==> src/common/optflow_pkg.sv <==
// optical flow driver shared types
`default_nettype none

package optflow_pkg;

	// width of every microsecond count
	localparam int US_W = 16;

	// sensor register map, only what the driver touches
	typedef enum logic [6:0] {
		PRODUCT_ID         = 7'h00,
		CONFIGURATION_BITS = 7'h0a,
		MOTION_CLEAR       = 7'h12,
		OBSERVATION        = 7'h3d,
		MOTION_BURST       = 7'h50
	} adns_reg_e;

	typedef enum logic [2:0] {
		RESET_PULSE,
		CHECK_ID,
		CONFIGURE,
		IDLE,
		POLL_BURST,
		CLEAR_MOTION
	} seq_state_e;

	typedef struct packed {
		logic       write;   // bit 7 of command byte
		adns_reg_e  addr;
		logic [7:0] wdata;
		logic [2:0] nbytes;  // data bytes after command
		logic       to_fifo;
		logic       no_gap;  // back to back bytes
	} xfer_req_t;

	typedef struct packed {
		logic       en_spi;
		logic [7:0] sbuf;
	} spi_tx_t;

	typedef struct packed {
		logic       rx_rdy;
		logic [7:0] rbuf;
	} spi_rx_t;

	typedef struct packed {
		logic [7:0] data;
		logic [3:0] count;
		logic       full;
		logic       empty;
	} fifo_status_t;

	localparam logic [7:0] PRODUCT_ID_VALUE = 8'h17;
	localparam logic [7:0] RESOLUTION_1600  = 8'h10;  // 1600 cpi
	localparam logic [2:0] BURST_LEN        = 3'd7;
	localparam int         FIFO_DEPTH       = 8;
	localparam int         FIFO_PTR_W       = $clog2(FIFO_DEPTH);

	// delays in microseconds
	localparam logic [US_W-1:0] RESET_PULSE_US    = 16'd20;
	localparam logic [US_W-1:0] POWERUP_US        = 16'd500;
	localparam logic [US_W-1:0] WRITE_ADDR_GAP_US = 16'd5;
	localparam logic [US_W-1:0] READ_ADDR_GAP_US  = 16'd75;
	localparam logic [US_W-1:0] BYTE_GAP_US       = 16'd6;
	localparam logic [US_W-1:0] END_GAP_US        = 16'd40;

	localparam int DEFAULT_CLKS_PER_US = 24;
	localparam int DEFAULT_POLL_US     = 20000;

endpackage

`default_nettype wire

==> src/sensor_seq/sensor_sequencer.sv <==
// sensor bring-up and poll sequencer
`timescale 1ns/1ns
`default_nettype none

module sensor_sequencer #(
	parameter int CLKS_PER_US = optflow_pkg::DEFAULT_CLKS_PER_US,
	parameter int POLL_US     = optflow_pkg::DEFAULT_POLL_US
) (
	input  wire                     CLK,
	input  wire                     RSTn,
	input  wire                     en,
	output logic                    sensor_rst,
	output optflow_pkg::xfer_req_t  req,
	output logic                    start,
	input  wire                     done,
	input  wire [7:0]               reg_value,
	output logic                    time_mark,
	output optflow_pkg::seq_state_e state
);
	import optflow_pkg::*;

	logic [1:0]      step;
	logic            issued;     // start already sent in this step
	logic            done_hit;   // done seen while frozen
	logic            tmr_hit;    // timeup seen while frozen
	logic            xfer_done;
	logic            tmr_done;
	logic            timeup;
	logic            rst_start;
	logic            pwr_start;
	logic            poll_entry;
	logic            tmr_start;
	logic [US_W-1:0] tmr_count;
	xfer_req_t       cur_req;

	function automatic xfer_req_t make_req(input logic write, input adns_reg_e addr,
		input logic [7:0] wdata, input logic [2:0] nbytes, input logic burst);
		xfer_req_t r;
		r.write   = write;
		r.addr    = addr;
		r.wdata   = wdata;
		r.nbytes  = nbytes;
		r.to_fifo = burst;
		r.no_gap  = burst;
		return r;
	endfunction

	assign xfer_done  = done | done_hit;
	assign tmr_done   = timeup | tmr_hit;
	assign rst_start  = en && (state == RESET_PULSE) && (step == 2'd0);
	assign pwr_start  = en && (state == RESET_PULSE) && (step == 2'd1) && tmr_done;
	assign poll_entry = en && issued && xfer_done &&
		(((state == CONFIGURE) && (step == 2'd1)) || (state == CLEAR_MOTION));
	assign tmr_start  = rst_start | pwr_start | poll_entry;
	assign tmr_count  = rst_start ? RESET_PULSE_US : (pwr_start ? POWERUP_US : US_W'(POLL_US));

	always_comb begin
		case (state)
			CONFIGURE:    cur_req = (step == 2'd0) ?
				make_req(1'b1, CONFIGURATION_BITS, RESOLUTION_1600, 3'd1, 1'b0) :
				make_req(1'b0, OBSERVATION, 8'h00, 3'd1, 1'b0);
			POLL_BURST:   cur_req = make_req(1'b0, MOTION_BURST, 8'h00, BURST_LEN, 1'b1);
			CLEAR_MOTION: cur_req = make_req(1'b1, MOTION_CLEAR, 8'h00, 3'd1, 1'b0);
			default:      cur_req = make_req(1'b0, PRODUCT_ID, 8'h00, 3'd1, 1'b0);
		endcase
	end

	us_timer #(.CLKS_PER_US(CLKS_PER_US)) i_us_timer (
		.CLK   (CLK),
		.RSTn  (RSTn),
		.start (tmr_start),
		.count (tmr_count),
		.timeup(timeup)
	);

	always_ff @(posedge CLK or negedge RSTn) begin
		if (!RSTn) begin
			state      <= RESET_PULSE;
			step       <= '0;
			issued     <= 1'b0;
			done_hit   <= 1'b0;
			tmr_hit    <= 1'b0;
			sensor_rst <= 1'b0;
			start      <= 1'b0;
			req        <= '0;
			time_mark  <= 1'b0;
		end else begin
			start     <= 1'b0;
			time_mark <= 1'b0;
			if (tmr_start)
				tmr_hit <= 1'b0;
			else if (timeup)
				tmr_hit <= 1'b1;
			if (done)
				done_hit <= 1'b1;
			if (en) begin
				case (state)
					RESET_PULSE: begin
						case (step)
							2'd0: begin
								sensor_rst <= 1'b1;
								step       <= 2'd1;
							end
							2'd1: if (tmr_done) begin
								sensor_rst <= 1'b0;  // power-up wait follows
								step       <= 2'd2;
							end
							default: if (tmr_done) begin
								step  <= 2'd0;
								state <= CHECK_ID;
							end
						endcase
					end
					IDLE: if (tmr_done)
						state <= POLL_BURST;  // poll period over
					default: begin
						if (!issued) begin
							start    <= 1'b1;
							req      <= cur_req;
							issued   <= 1'b1;
							done_hit <= 1'b0;
						end else if (xfer_done) begin
							issued <= 1'b0;
							case (state)
								CHECK_ID: begin
									step  <= 2'd0;
									state <= (reg_value == PRODUCT_ID_VALUE) ? CONFIGURE : RESET_PULSE;
								end
								CONFIGURE: begin
									step <= 2'd0;
									if (step == 2'd0)
										step <= 2'd1;
									else
										state <= IDLE;
								end
								POLL_BURST: begin
									time_mark <= 1'b1;  // end of frame
									state     <= CLEAR_MOTION;
								end
								default: state <= IDLE;
							endcase
						end
					end
				endcase
			end
		end
	end

endmodule

`default_nettype wire

==> src/sensor_seq/transfer_engine.sv <==
// sensor register transfer engine
`timescale 1ns/1ns
`default_nettype none

module transfer_engine #(
	parameter int CLKS_PER_US = optflow_pkg::DEFAULT_CLKS_PER_US
) (
	input  wire                        CLK,
	input  wire                        RSTn,
	input  wire optflow_pkg::xfer_req_t req,
	input  wire                        start,
	output logic                       done,
	output logic [7:0]                 reg_value,
	output logic                       csn,
	output optflow_pkg::spi_tx_t       spi_tx,
	input  wire optflow_pkg::spi_rx_t  spi_rx,
	output logic                       fifo_wr,
	output logic [7:0]                 fifo_data
);
	import optflow_pkg::*;

	typedef enum logic [2:0] {
		E_IDLE,
		E_CMD,
		E_ADDR_GAP,
		E_DATA,
		E_BYTE_GAP,
		E_END_GAP
	} eng_state_e;

	eng_state_e      state;
	xfer_req_t       req_q;
	logic [2:0]      byte_cnt;
	logic            last_byte;
	logic            rx_cmd;
	logic            rx_data;
	logic            issue_cmd;
	logic            issue_data;
	logic            en_spi_q;
	logic [7:0]      sbuf_q;
	logic            tmr_start;
	logic [US_W-1:0] tmr_count;
	logic            timeup;

	assign rx_cmd     = (state == E_CMD) && spi_rx.rx_rdy;
	assign rx_data    = (state == E_DATA) && spi_rx.rx_rdy;
	assign last_byte  = (byte_cnt == req_q.nbytes - 3'd1);
	assign issue_cmd  = (state == E_IDLE) && start;
	assign issue_data = (((state == E_ADDR_GAP) || (state == E_BYTE_GAP)) && timeup) ||
		(rx_data && !last_byte && req_q.no_gap);

	assign fifo_wr   = rx_data && req_q.to_fifo;  // data bytes only, never the echo
	assign fifo_data = spi_rx.rbuf;
	assign spi_tx    = '{en_spi: en_spi_q, sbuf: sbuf_q};

	always_comb begin
		tmr_start = 1'b0;
		tmr_count = END_GAP_US;
		if (rx_cmd) begin
			tmr_start = 1'b1;
			if (req_q.nbytes != 3'd0)
				tmr_count = req_q.write ? WRITE_ADDR_GAP_US : READ_ADDR_GAP_US;
		end else if (rx_data && (last_byte || !req_q.no_gap)) begin
			tmr_start = 1'b1;
			if (!last_byte)
				tmr_count = BYTE_GAP_US;
		end
	end

	us_timer #(.CLKS_PER_US(CLKS_PER_US)) i_us_timer (
		.CLK   (CLK),
		.RSTn  (RSTn),
		.start (tmr_start),
		.count (tmr_count),
		.timeup(timeup)
	);

	always_ff @(posedge CLK) begin
		if (issue_cmd) begin
			req_q  <= req;
			sbuf_q <= {req.write, req.addr};
		end else if (issue_data) begin
			sbuf_q <= req_q.write ? req_q.wdata : 8'h00;  // dummy byte on reads
		end
		if (rx_data && !req_q.to_fifo)
			reg_value <= spi_rx.rbuf;
	end

	always_ff @(posedge CLK or negedge RSTn) begin
		if (!RSTn) begin
			state    <= E_IDLE;
			byte_cnt <= '0;
			csn      <= 1'b1;
			en_spi_q <= 1'b0;
			done     <= 1'b0;
		end else begin
			en_spi_q <= issue_cmd | issue_data;
			done     <= 1'b0;
			case (state)
				E_IDLE: if (start) begin
					csn      <= 1'b0;
					byte_cnt <= '0;
					state    <= E_CMD;
				end
				E_CMD: if (spi_rx.rx_rdy) begin
					if (req_q.nbytes == 3'd0) begin
						csn   <= 1'b1;
						state <= E_END_GAP;
					end else begin
						state <= E_ADDR_GAP;
					end
				end
				E_ADDR_GAP, E_BYTE_GAP: if (timeup)
					state <= E_DATA;
				E_DATA: if (spi_rx.rx_rdy) begin
					byte_cnt <= byte_cnt + 3'd1;
					if (last_byte) begin
						csn   <= 1'b1;  // release right after last byte
						state <= E_END_GAP;
					end else if (!req_q.no_gap) begin
						state <= E_BYTE_GAP;
					end
				end
				E_END_GAP: if (timeup) begin
					done  <= 1'b1;
					state <= E_IDLE;
				end
				default: state <= E_IDLE;
			endcase
		end
	end

endmodule

`default_nettype wire

==> src/source/burst_fifo.sv <==
// motion burst byte FIFO
`timescale 1ns/1ns
`default_nettype none

module burst_fifo (
	input  wire                       CLK,
	input  wire                       RSTn,
	input  wire                       wr,
	input  wire [7:0]                 data,
	input  wire                       rd,
	output optflow_pkg::fifo_status_t status
);
	import optflow_pkg::*;

	logic [7:0]            mem [FIFO_DEPTH];
	logic [FIFO_PTR_W-1:0] wr_ptr;
	logic [FIFO_PTR_W-1:0] rd_ptr;
	logic [3:0]            count;
	logic                  full;
	logic                  empty;
	logic                  do_wr;
	logic                  do_rd;

	assign full  = (count == 4'(FIFO_DEPTH));
	assign empty = (count == 4'd0);
	assign do_wr = wr && !full;   // dropped when full
	assign do_rd = rd && !empty;

	assign status = '{data: mem[rd_ptr], count: count, full: full, empty: empty};

	always_ff @(posedge CLK) begin
		if (do_wr)
			mem[wr_ptr] <= data;
	end

	always_ff @(posedge CLK or negedge RSTn) begin
		if (!RSTn) begin
			wr_ptr <= '0;
			rd_ptr <= '0;
			count  <= '0;
		end else begin
			if (do_wr)
				wr_ptr <= wr_ptr + 1'b1;  // wraps at depth
			if (do_rd)
				rd_ptr <= rd_ptr + 1'b1;
			if (do_wr && !do_rd)
				count <= count + 4'd1;
			else if (do_rd && !do_wr)
				count <= count - 4'd1;
		end
	end

endmodule

`default_nettype wire

==> src/source/optflow_driver.sv <==
// optical flow sensor driver top
`timescale 1ns/1ns
`default_nettype none

module optflow_driver #(
	parameter int CLKS_PER_US = optflow_pkg::DEFAULT_CLKS_PER_US,
	parameter int POLL_US     = optflow_pkg::DEFAULT_POLL_US
) (
	input  wire                       CLK,
	input  wire                       RSTn,
	input  wire                       en,
	output logic                      csn,
	output logic                      sensor_rst,
	output optflow_pkg::spi_tx_t      spi_tx,
	input  wire optflow_pkg::spi_rx_t spi_rx,
	input  wire                       fifo_rd,
	output optflow_pkg::fifo_status_t fifo,
	output logic [7:0]                dat_out,
	output logic                      time_mark,
	output optflow_pkg::seq_state_e   sta_out
);
	import optflow_pkg::*;

	xfer_req_t  req;
	logic       start;
	logic       done;
	logic       fifo_wr;
	logic [7:0] fifo_data;

	sensor_sequencer #(
		.CLKS_PER_US(CLKS_PER_US),
		.POLL_US    (POLL_US)
	) i_sensor_sequencer (
		.CLK       (CLK),
		.RSTn      (RSTn),
		.en        (en),
		.sensor_rst(sensor_rst),
		.req       (req),
		.start     (start),
		.done      (done),
		.reg_value (dat_out),
		.time_mark (time_mark),
		.state     (sta_out)
	);

	transfer_engine #(.CLKS_PER_US(CLKS_PER_US)) i_transfer_engine (
		.CLK      (CLK),
		.RSTn     (RSTn),
		.req      (req),
		.start    (start),
		.done     (done),
		.reg_value(dat_out),
		.csn      (csn),
		.spi_tx   (spi_tx),
		.spi_rx   (spi_rx),
		.fifo_wr  (fifo_wr),
		.fifo_data(fifo_data)
	);

	burst_fifo i_burst_fifo (
		.CLK   (CLK),
		.RSTn  (RSTn),
		.wr    (fifo_wr),
		.data  (fifo_data),
		.rd    (fifo_rd),
		.status(fifo)
	);

endmodule

`default_nettype wire

==> src/source/us_timer.sv <==
// microsecond countdown timer
`timescale 1ns/1ns
`default_nettype none

module us_timer #(
	parameter int CLKS_PER_US = optflow_pkg::DEFAULT_CLKS_PER_US
) (
	input  wire                         CLK,
	input  wire                         RSTn,
	input  wire                         start,
	input  wire [optflow_pkg::US_W-1:0] count,
	output logic                        timeup
);
	import optflow_pkg::*;

	logic [US_W-1:0] pre;     // clocks within current microsecond
	logic [US_W-1:0] remain;  // microseconds left
	logic            running;
	logic            tick;

	assign tick   = running && (pre == US_W'(CLKS_PER_US - 1));
	assign timeup = tick && (remain == US_W'(1));

	always_ff @(posedge CLK or negedge RSTn) begin
		if (!RSTn) begin
			pre     <= '0;
			remain  <= '0;
			running <= 1'b0;
		end else if (start) begin  // restart wins over expiry
			pre     <= '0;
			remain  <= count;
			running <= 1'b1;
		end else if (running) begin
			if (tick) begin
				pre    <= '0;
				remain <= remain - 1'b1;
				if (remain == US_W'(1))
					running <= 1'b0;
			end else begin
				pre <= pre + 1'b1;
			end
		end
	end

endmodule

`default_nettype wire

==> config.mk <==
export PLATFORM = sky130hd
export DESIGN_NAME = optflow_driver
export DESIGN_NICKNAME = d
export VERILOG_FILES = /design/src/common/optflow_pkg.sv /design/src/sensor_seq/sensor_sequencer.sv /design/src/sensor_seq/transfer_engine.sv /design/src/source/burst_fifo.sv /design/src/source/optflow_driver.sv /design/src/source/us_timer.sv
export SDC_FILE = /design/constraint.sdc
export NUM_CORES = 1
export LEC_CHECK = 0
export CAP_MARGIN = 30
export CORE_ASPECT_RATIO = 0.9
export CORE_MARGIN = 2
export CORE_UTILIZATION = 58
export DETAILED_ROUTE_END_ITERATION = 16
export DONT_BUFFER_PORTS = 1
export GPL_ROUTABILITY_DRIVEN = 1
export PLACE_DENSITY_LB_ADDON = 0.1
export SLEW_MARGIN = 0
export SYNTH_ARGS = -nofsm -noshare
export SYNTH_HDL_FRONTEND = slang
export SYNTH_SLANG_ARGS = --single-unit
==> constraint.sdc <==
create_clock -name CLK -period 2.8 [get_ports CLK]
set_input_delay 0 -clock CLK [delete_from_list [all_inputs] [get_ports CLK]]
set_output_delay 0 -clock CLK [all_outputs]
set_load 0.005 [all_outputs]
==> results of run 1 <==
==> kinds of logic after synthesis <==
group | Yosys count
flip-flops | 184
AND/OR/NAND/NOR | 271
XOR/XNOR | 36
AO/OA/AOI/OAI | 155
buffers and inverters | 57
multiplexers | 30
adder cells (fa/ha/maj) | 15
==> metal layers <==
metal | GRT usage (%) | vias up | wire length, µm
met4 | 6.383 | 0 | 267
met1 | 34.38 | 2972 | 8269
met5 | 0 | - | 0
li1 | - | 2842 | -
met2 | 38.24 | 117 | 8682
met3 | 5.073 | 22 | 817
==> final timing paths <==
| path | to | startpoint | slack (ns) | cells past startpoint |
|---|---|---|---|---|
| worst max register to register | i_burst_fifo.count[3]$_DFFE_PN0P_ | i_transfer_engine.state[2]$_DFFE_PN0P_ | 0.18 | 11 |
| worst min register to register | i_transfer_engine.req_q[2]$_DFFE_PP_ | i_sensor_sequencer.req[2]$_DFFE_PN0P_ | 0.45 | 0 |
| min in group asynchronous | i_transfer_engine.i_us_timer.remain[11]$_DFFE_PN0P_ | RSTn | 0.18 | 2 |
| worst max-delay path | i_burst_fifo.count[3]$_DFFE_PN0P_ | i_transfer_engine.state[2]$_DFFE_PN0P_ | 0.18 | 11 |
| max in group asynchronous | i_sensor_sequencer.i_us_timer.remain[13]$_DFFE_PN0P_ | RSTn | 2.24 | 2 |
| worst min-delay path | i_sensor_sequencer.i_us_timer.remain[7]$_DFFE_PN0P_ | en | 0.02 | 3 |
==> placed cells by master (no fill, tap or decap), drive strengths merged, types with 10 or more instances in the layout <==
cell	synthesis	final
and2	10	10
o31ai	10	10
or4	12	12
nor3	18	18
o21ai	47	47
or3	22	22
xor2	22	22
inv	22	30
mux4	16	16
buf	16	32
a31oi	10	10
a21oi	47	47
ha	14	14
dlygate4sd3	0	12
nor2	60	60
edfxtp	81	81
nand2b	11	11
clkbuf	19	17
nand2	50	50
xnor2	14	14
dfrtp	102	102
mux2	12	12
nand3	28	28
==> through the flow <==
step	utilization, %	setup WS [ns]	area, µm²	std cells
after floorplan	-	0.1025	8797	748
after global placement	61.55	0.2586	9089	940
after detailed placement	61.62	0.1041	9099	942
after CTS	66.91	0.1095	9881	987
after global routing	66.92	-0.01658	9882	987
final	66.92	0.1847	9882	987
==> sequential cells by signal, indices dropped and copies added (netlist names), 3 cells and up <==
signal / flops
i_burst_fifo.mem: 64
i_sensor_sequencer.i_us_timer.pre: 16
i_sensor_sequencer.i_us_timer.remain: 16
i_transfer_engine.i_us_timer.pre: 16
i_transfer_engine.i_us_timer.remain: 16
i_transfer_engine.reg_value: 8
i_sensor_sequencer.req: 7
i_transfer_engine.sbuf_q: 5
i_burst_fifo.count: 4
i_transfer_engine.req_q: 4
i_burst_fifo.rd_ptr: 3
i_burst_fifo.wr_ptr: 3
i_sensor_sequencer.state: 3
i_transfer_engine.byte_cnt: 3
i_transfer_engine.state: 3
==> power by group through the flow <==
stage,Clock (µW),Combinational [µW],Sequential (µW)
after floorplan,0,1820,3600
after global placement,0,2070,3780
after detailed placement,0,2150,3820
after CTS,2530,2230,3770
after global routing,2650,2500,3850
final,2480,2210,3770
==> timing repair <==
item                                   CTS  global route
setup endpoints to repair                0             1
hold buffers                            13             0
gates resized for setup                  0             1
endpoints found under the hold margin  194             0
==> worst register-to-register path, delay by kind of cell, from the launching register on <==
| family | cells | cell delay, ns |
|---|---|---|
| buffers and inverters | 1 | 0.09 |
| DFF | 1 | 0.48 |
| xor gates and xnor gates | 2 | 0.29 |
| and+or+nand+nor | 4 | 0.82 |
| adders and majority gates | 2 | 0.49 |
| AOI/OAI and AO/OA | 2 | 0.33 |
==> final cells by class <==
type	instances	area [µm²]	area share (%)
clock buffers	17	425.4	4.305
clock inverters	15	209.0	2.114
inverters	22	82.58	0.8357
multi-input cells	507	3531	35.73
flip-flops and latches	184	5011	50.71
well taps	198	247.7	2.507
repair buffers	44	375.4	3.798
==> impl_metrics.csv, run 1 <==
group,metric,value,unit
setup_path,slowest_stage,"dfrtp_1",
synth,synth-simple-area-share,17.20,%
cts,cts_tree,"yes",
detailed_routing,drt_first_pass_iters,7,
synth,yosysMostFrequentCell,"dfrtp_1",
power,power.total,8466,µW
setup_path,criticalPathCategory,"flip-flop to flip-flop",
synth,synth_cell_types,75,
global_routing,grt_max_degree,104,
floorplan,io_pins,50,
cts,cts.path.max_buffers,2,
detailed_routing,route.vias.total,5953,
floorplan,die_h,120.8,µm
sta,fmax,382.4,MHz
global_routing,grt_pass1_wl,30360,µm
synth,synth_area,8797,µm²
synth,synth.ff_latch_count,184,
global_routing,gr-usage-all-layers,24.16,%
sta,post-route-period-util,93.40,%
setup_path,critical_path_arrival,2.93,ns
sta,final_hold_viol_count,0,
synth,yosysTopAreaCell,"dfrtp_1",
global_routing,grt_pass1_vias,5941,
sta,hold_ws,0.01791,ns
power,cellPowerDensity,856.7,nW/µm²
cts,cts-buffers-inserted,17,
setup_path,crit_path_end_kind,"flip-flop",
place,place_congestion,0.8547,
setup_path,cpMostUsedCell,"ha_1",
setup_path,cp.required,3.12,ns
detailed_routing,via_per_inst,6.031,
sta,tns,0,ns
cells_and_area,diodes,0,
detailed_routing,wl_per_cell,18.27,µm
setup_path,slowest_delay,0.48,ns
floorplan,dieArea,16170,µm²
detailed_routing,drc,0,
synth,synth_fa_ha_area_share,2.219,%
floorplan,die_w,133.8,µm
floorplan,num_rows,42,
setup_path,cp_max_fo,8,
power,clkPwrFrac,29.3,%
cells_and_area,drive_gt1_share,14.70,%
synth,synth-compound-area-share,11.09,%
cts,clkSinkCount,184,
power,combPwrFrac,26.1,%
synth,syn_inst,748,
setup_path,critical_path.top_delay_family,"simple AND/OR/NAND/NOR gates",
run,cap_violations,0,
synth,synth_ff_type,"dfrtp_1",
detailed_routing,wl,18040,µm
synth,synth_nets,776,
sta,tightest_slew,0.8056,ns
cells_and_area,fill_cells,1083,
power,switching_share,34.75,%
place,dp_hpwl,12110,µm
floorplan,initial_utilization,59.57,%
synth,synthTopCellsByCount,"102 x dfrtp_1, 81 x edfxtp_1, 60 x nor2_1",
power,p_int,5524,µW
synth,synth_top_family_by_area,"simple AND/OR/NAND/NOR gates",
setup_path,worstPathCellList,"and3b_1 > and2_1 > and3_2 > ha_1 > inv_1 > ha_1 > a21o_1 > a21oi_1 > xnor2_1 > nor2_1 > xor2_1",
hold_path,hp-class,"input port to flip-flop",
cts,cts_setup_buffers,0,
cts,clockRootBuffer,"clkbuf_16",
synth,synth_area_leaders,"dfrtp_1 29%, edfxtp_1 28%, mux4_2 4.1%, o21ai_0 2.7%, a21oi_1 2.6%",
sta,clock_skew,0.01819,ns
power,seq_power_share,44.5,%
cells_and_area,fin_nets,804,
synth,synth.avg_cell_area,11.76,µm²
synth,synth_edf_count,81,
power,ir_drop,0.5480,mV
synth,synth_mux_area_share,5.860,%
cts,clk_latency,0.44,ns
synth,ys_seq_area_share,56.96,%
power,p_switching,2942,µW
floorplan,coreArea,14770,µm²
sta,final_max_slew_viol_count,0,
detailed_routing,ant_nets,0,
run_status,status,"finished, final reports clean",
setup_path,cp_num_buf_inv,1,
cells_and_area,area_growth,12.33,%
sta,setup_viol,0,
cts,clk_pin_slew,0.09,ns
global_routing,grt_overflow,0,
synth,async_reset_ff_share,55.98,%
sta,fin_crit,2.615,ns
place,io_buffers,0,
sta,slew_headroom,46.29,%
synth,synth_xor_area_share,3.584,%
global_routing,antenna_found_initial,0,
synth,yosysWarnings,0,
cts,h-tree-depth,4,
synth,synth_top_area_share,29.01,%
power,power.leakage,0.003804,µW
setup_path,cp-start-kind,"flip-flop",
detailed_routing,first_iter_violations,491,
Power figures use the tool's default switching activity.
==> run 2, diff against run 1 <==
--- a/config.mk
+++ b/config.mk
@@ -13,6 +13,7 @@
 export DONT_BUFFER_PORTS = 1
 export GPL_ROUTABILITY_DRIVEN = 1
 export PLACE_DENSITY_LB_ADDON = 0.1
+export REMOVE_ABC_BUFFERS = 1
 export SLEW_MARGIN = 0
 export SYNTH_ARGS = -nofsm -noshare
 export SYNTH_HDL_FRONTEND = slang
==> run 2 against run 1 <==
Register-to-register slack improved by 0.04 ns; sequential share of layout area rose by 0.36 points; non-clock buffer count down 3; die area unchanged; clock skew down 0.0060 ns; worst setup slack improved by 0.036 ns; via count rose by 0.30%; final cell count is 0.30% lower; critical endpoint is now i_transfer_engine.sbuf_q[4]$_DFFE_PP_.
==> impl_metrics.csv, run 2 (synthesized netlist as in run 1, its figures left out) <==
group,metric,value,unit
floorplan,coreArea,14770,µm²
global_routing,grt_pass1_wl,30060,µm
cts,h-tree-depth,4,
place,dpl_worst_slack,0.2425,ns
run,cap_violations,0,
sta,tightest_slew,1.019,ns
power,ir_drop,0.5186,mV
cells_and_area,top_register,"i_burst_fifo.mem",
sta,final_max_slew_viol_count,0,
power,power.leakage,0.003768,µW
hold_path,hp-class,"input port to flip-flop",
detailed_routing,ant_nets,0,
power,p_switching,2771,µW
cts,clk_latency,0.43,ns
floorplan,initial_utilization,59.57,%
setup_path,slowest_delay,0.43,ns
setup_path,criticalPathCategory,"flip-flop to flip-flop",
setup_path,cp.required,2.95,ns
floorplan,die_w,133.8,µm
sta,post-route-period-util,92.13,%
setup_path,cp_num_buf_inv,1,
place,place_congestion,0.8533,
cts,clockRootBuffer,"clkbuf_16",
run_status,status,"finished, final reports clean",
sta,final_hold_viol_count,0,
cts,clk_pin_slew,0.07,ns
floorplan,die_h,120.8,µm
sta,fmax,387.7,MHz
floorplan,dieArea,16170,µm²
floorplan,io_pins,50,
cts,cts_hold_buf,13,
cells_and_area,fin_nets,801,
hold_path,min_path_cells,3,
global_routing,antenna_found_initial,0,
detailed_routing,wl,18070,µm
cts,cts_resized,0,
cells_and_area,post-route-util,66.45,%
setup_path,path_depth,6,
global_routing,grt_pass1_vias,5948,
detailed_routing,route.vias.total,5971,
cells_and_area,drive_gt1_share,13.87,%
sta,clock_skew,0.01216,ns
place,placed_cell_area,9079,µm²
sta,slew_headroom,31.17,%
sta,setup_viol,0,
setup_path,slowest_stage,"dfrtp_1",
setup_path,critical_path_arrival,2.73,ns
setup_path,cp-start-kind,"flip-flop",
sta,rsz0062_at_grt,"false",
cells_and_area,largest_reg_flops,64,
setup_path,r2r_cells,6,
power,seq_power_share,44.9,%
cts,cts.path.max_buffers,2,
cells_and_area,design_area,9813,µm²
cts,clkSinkCount,184,
setup_path,crit_path_end_kind,"flip-flop",
detailed_routing,first_iter_violations,441,
sta,fin_crit,2.580,ns
cells_and_area,diodes,0,
power,clkPwrFrac,28.7,%
floorplan,num_rows,42,
power,switching_share,33.00,%
sta,post-route-worst-setup-slack,0.2204,ns
cells_and_area,mostFrequentLayoutCells,"102 x dfrtp_1, 81 x edfxtp_1, 60 x nor2_1",
detailed_routing,wl_per_cell,18.36,µm
power,cellPowerDensity,855.6,nW/µm²
power,combPwrFrac,26.4,%
place,dp_hpwl,12190,µm
detailed_routing,drt_first_pass_iters,5,
detailed_routing,drc,0,
global_routing,grt_overflow,0,
cells_and_area,final_common_cell,"dfrtp_1",
setup_path,critical_path.top_delay_family,"simple AND/OR/NAND/NOR gates",
power,p_int,5625,µW
place,io_buffers,0,
cts,cts-buffers-inserted,17,
cells_and_area,area_growth,11.55,%
cts,cts_tree,"yes",
global_routing,gr-usage-all-layers,23.89,%
cts,cts_setup_buffers,0,
global_routing,grt_max_degree,104,
setup_path,worstPathCellList,"nor4b_1 > nand3_1 > nor4b_1 > nand3_1 > o31ai_1 > buf_4",
detailed_routing,via_per_inst,6.068,
setup_path,cp_max_fo,8,
run 2: cell types whose count changed in the layout (fill, tap and decap cells not counted):
cell        before  now
inv_8            4    2
inv_6            0    5
bufinv_16        0    2
buf_2            2    1
inv_12           4    0
clkinv_8         5    0
clkinvlp_4       0    2
buf_4           29   27
and3_2           1    0
clkinv_1         0    2
and3_1           6    7
clkbuf_1         0    1
clkinv_4         2    1
run 2: power by group through the flow:
stage          clock [µW]  combinational, µW  sequential [µW]
2_1_floorplan           0               1560             3770
3_3_place_gp            0               2060             3780
3_5_place_dp            0               2150             3810
4_1_cts              2450               2230             3760
5_1_grt              2550               2490             3840
6_report             2410               2220             3770
run 2: final timing paths:
kind	start	endpoint	slack, ns
worst max-delay path	i_transfer_engine.i_us_timer.pre[6]$_DFFE_PN0P_	i_transfer_engine.sbuf_q[4]$_DFFE_PP_	0.22
worst min-delay path	spi_rx[8]	i_transfer_engine.i_us_timer.remain[6]$_DFFE_PN0P_	0.02
worst max register to register	i_transfer_engine.i_us_timer.pre[6]$_DFFE_PN0P_	i_transfer_engine.sbuf_q[4]$_DFFE_PP_	0.22
worst min register to register	i_sensor_sequencer.req[9]$_DFFE_PN0P_	i_transfer_engine.req_q[9]$_DFFE_PP_	0.46
max in group asynchronous	RSTn	i_sensor_sequencer.i_us_timer.remain[2]$_DFFE_PN0P_	2.21
min in group asynchronous	RSTn	i_transfer_engine.i_us_timer.pre[15]$_DFFE_PN0P_	0.14
run 2: final cells by class:
| type | count | area [µm²] |
|---|---|---|
| Tap cell | 198 | 247.7 |
| Sequential cell | 184 | 5011 |
| Multi-Input combinational cell | 507 | 3530 |
| Timing Repair Buffer | 41 | 355.3 |
| Inverter | 22 | 82.58 |
| Clock inverter | 14 | 157.7 |
| Fill cell | 1084 | 4954 |
| Clock buffer | 18 | 429.2 |
run 2: routing by layer:
layer | share of wire, % | routed length (µm) | global-route usage [%]
met1 | 45 | 8210 | 32.25
met2 | 49 | 8786 | 39.17
met3 | 4.6 | 824 | 6.080
met4 | 1.4 | 244 | 5.918
met5 | 0 | 0 | 0
run 2: per-stage QoR:
| step | std cells | power, µW | setup TNS (ns) | hold WS (ns) |
|---|---|---|---|---|
| 3_5_place_dp | 939 | 5960 | 0 | -0.2919 |
| 5_1_grt | 984 | 8874 | 0 | 0.04216 |
| 6_report | 984 | 8396 | 0 | 0.02466 |
| 3_3_place_gp | 938 | 5845 | 0 | -0.2924 |
| 4_1_cts | 984 | 8445 | 0 | 0.003382 |
| 2_1_floorplan | 713 | 5330 | -14.03 | -0.2956 |
run 2: tightest hold or removal path, delay by kind of cell:
family             cells  cell delay [ns]
AOI/OAI and AO/OA      2             0.24
and+or+nand+nor        1             0.16
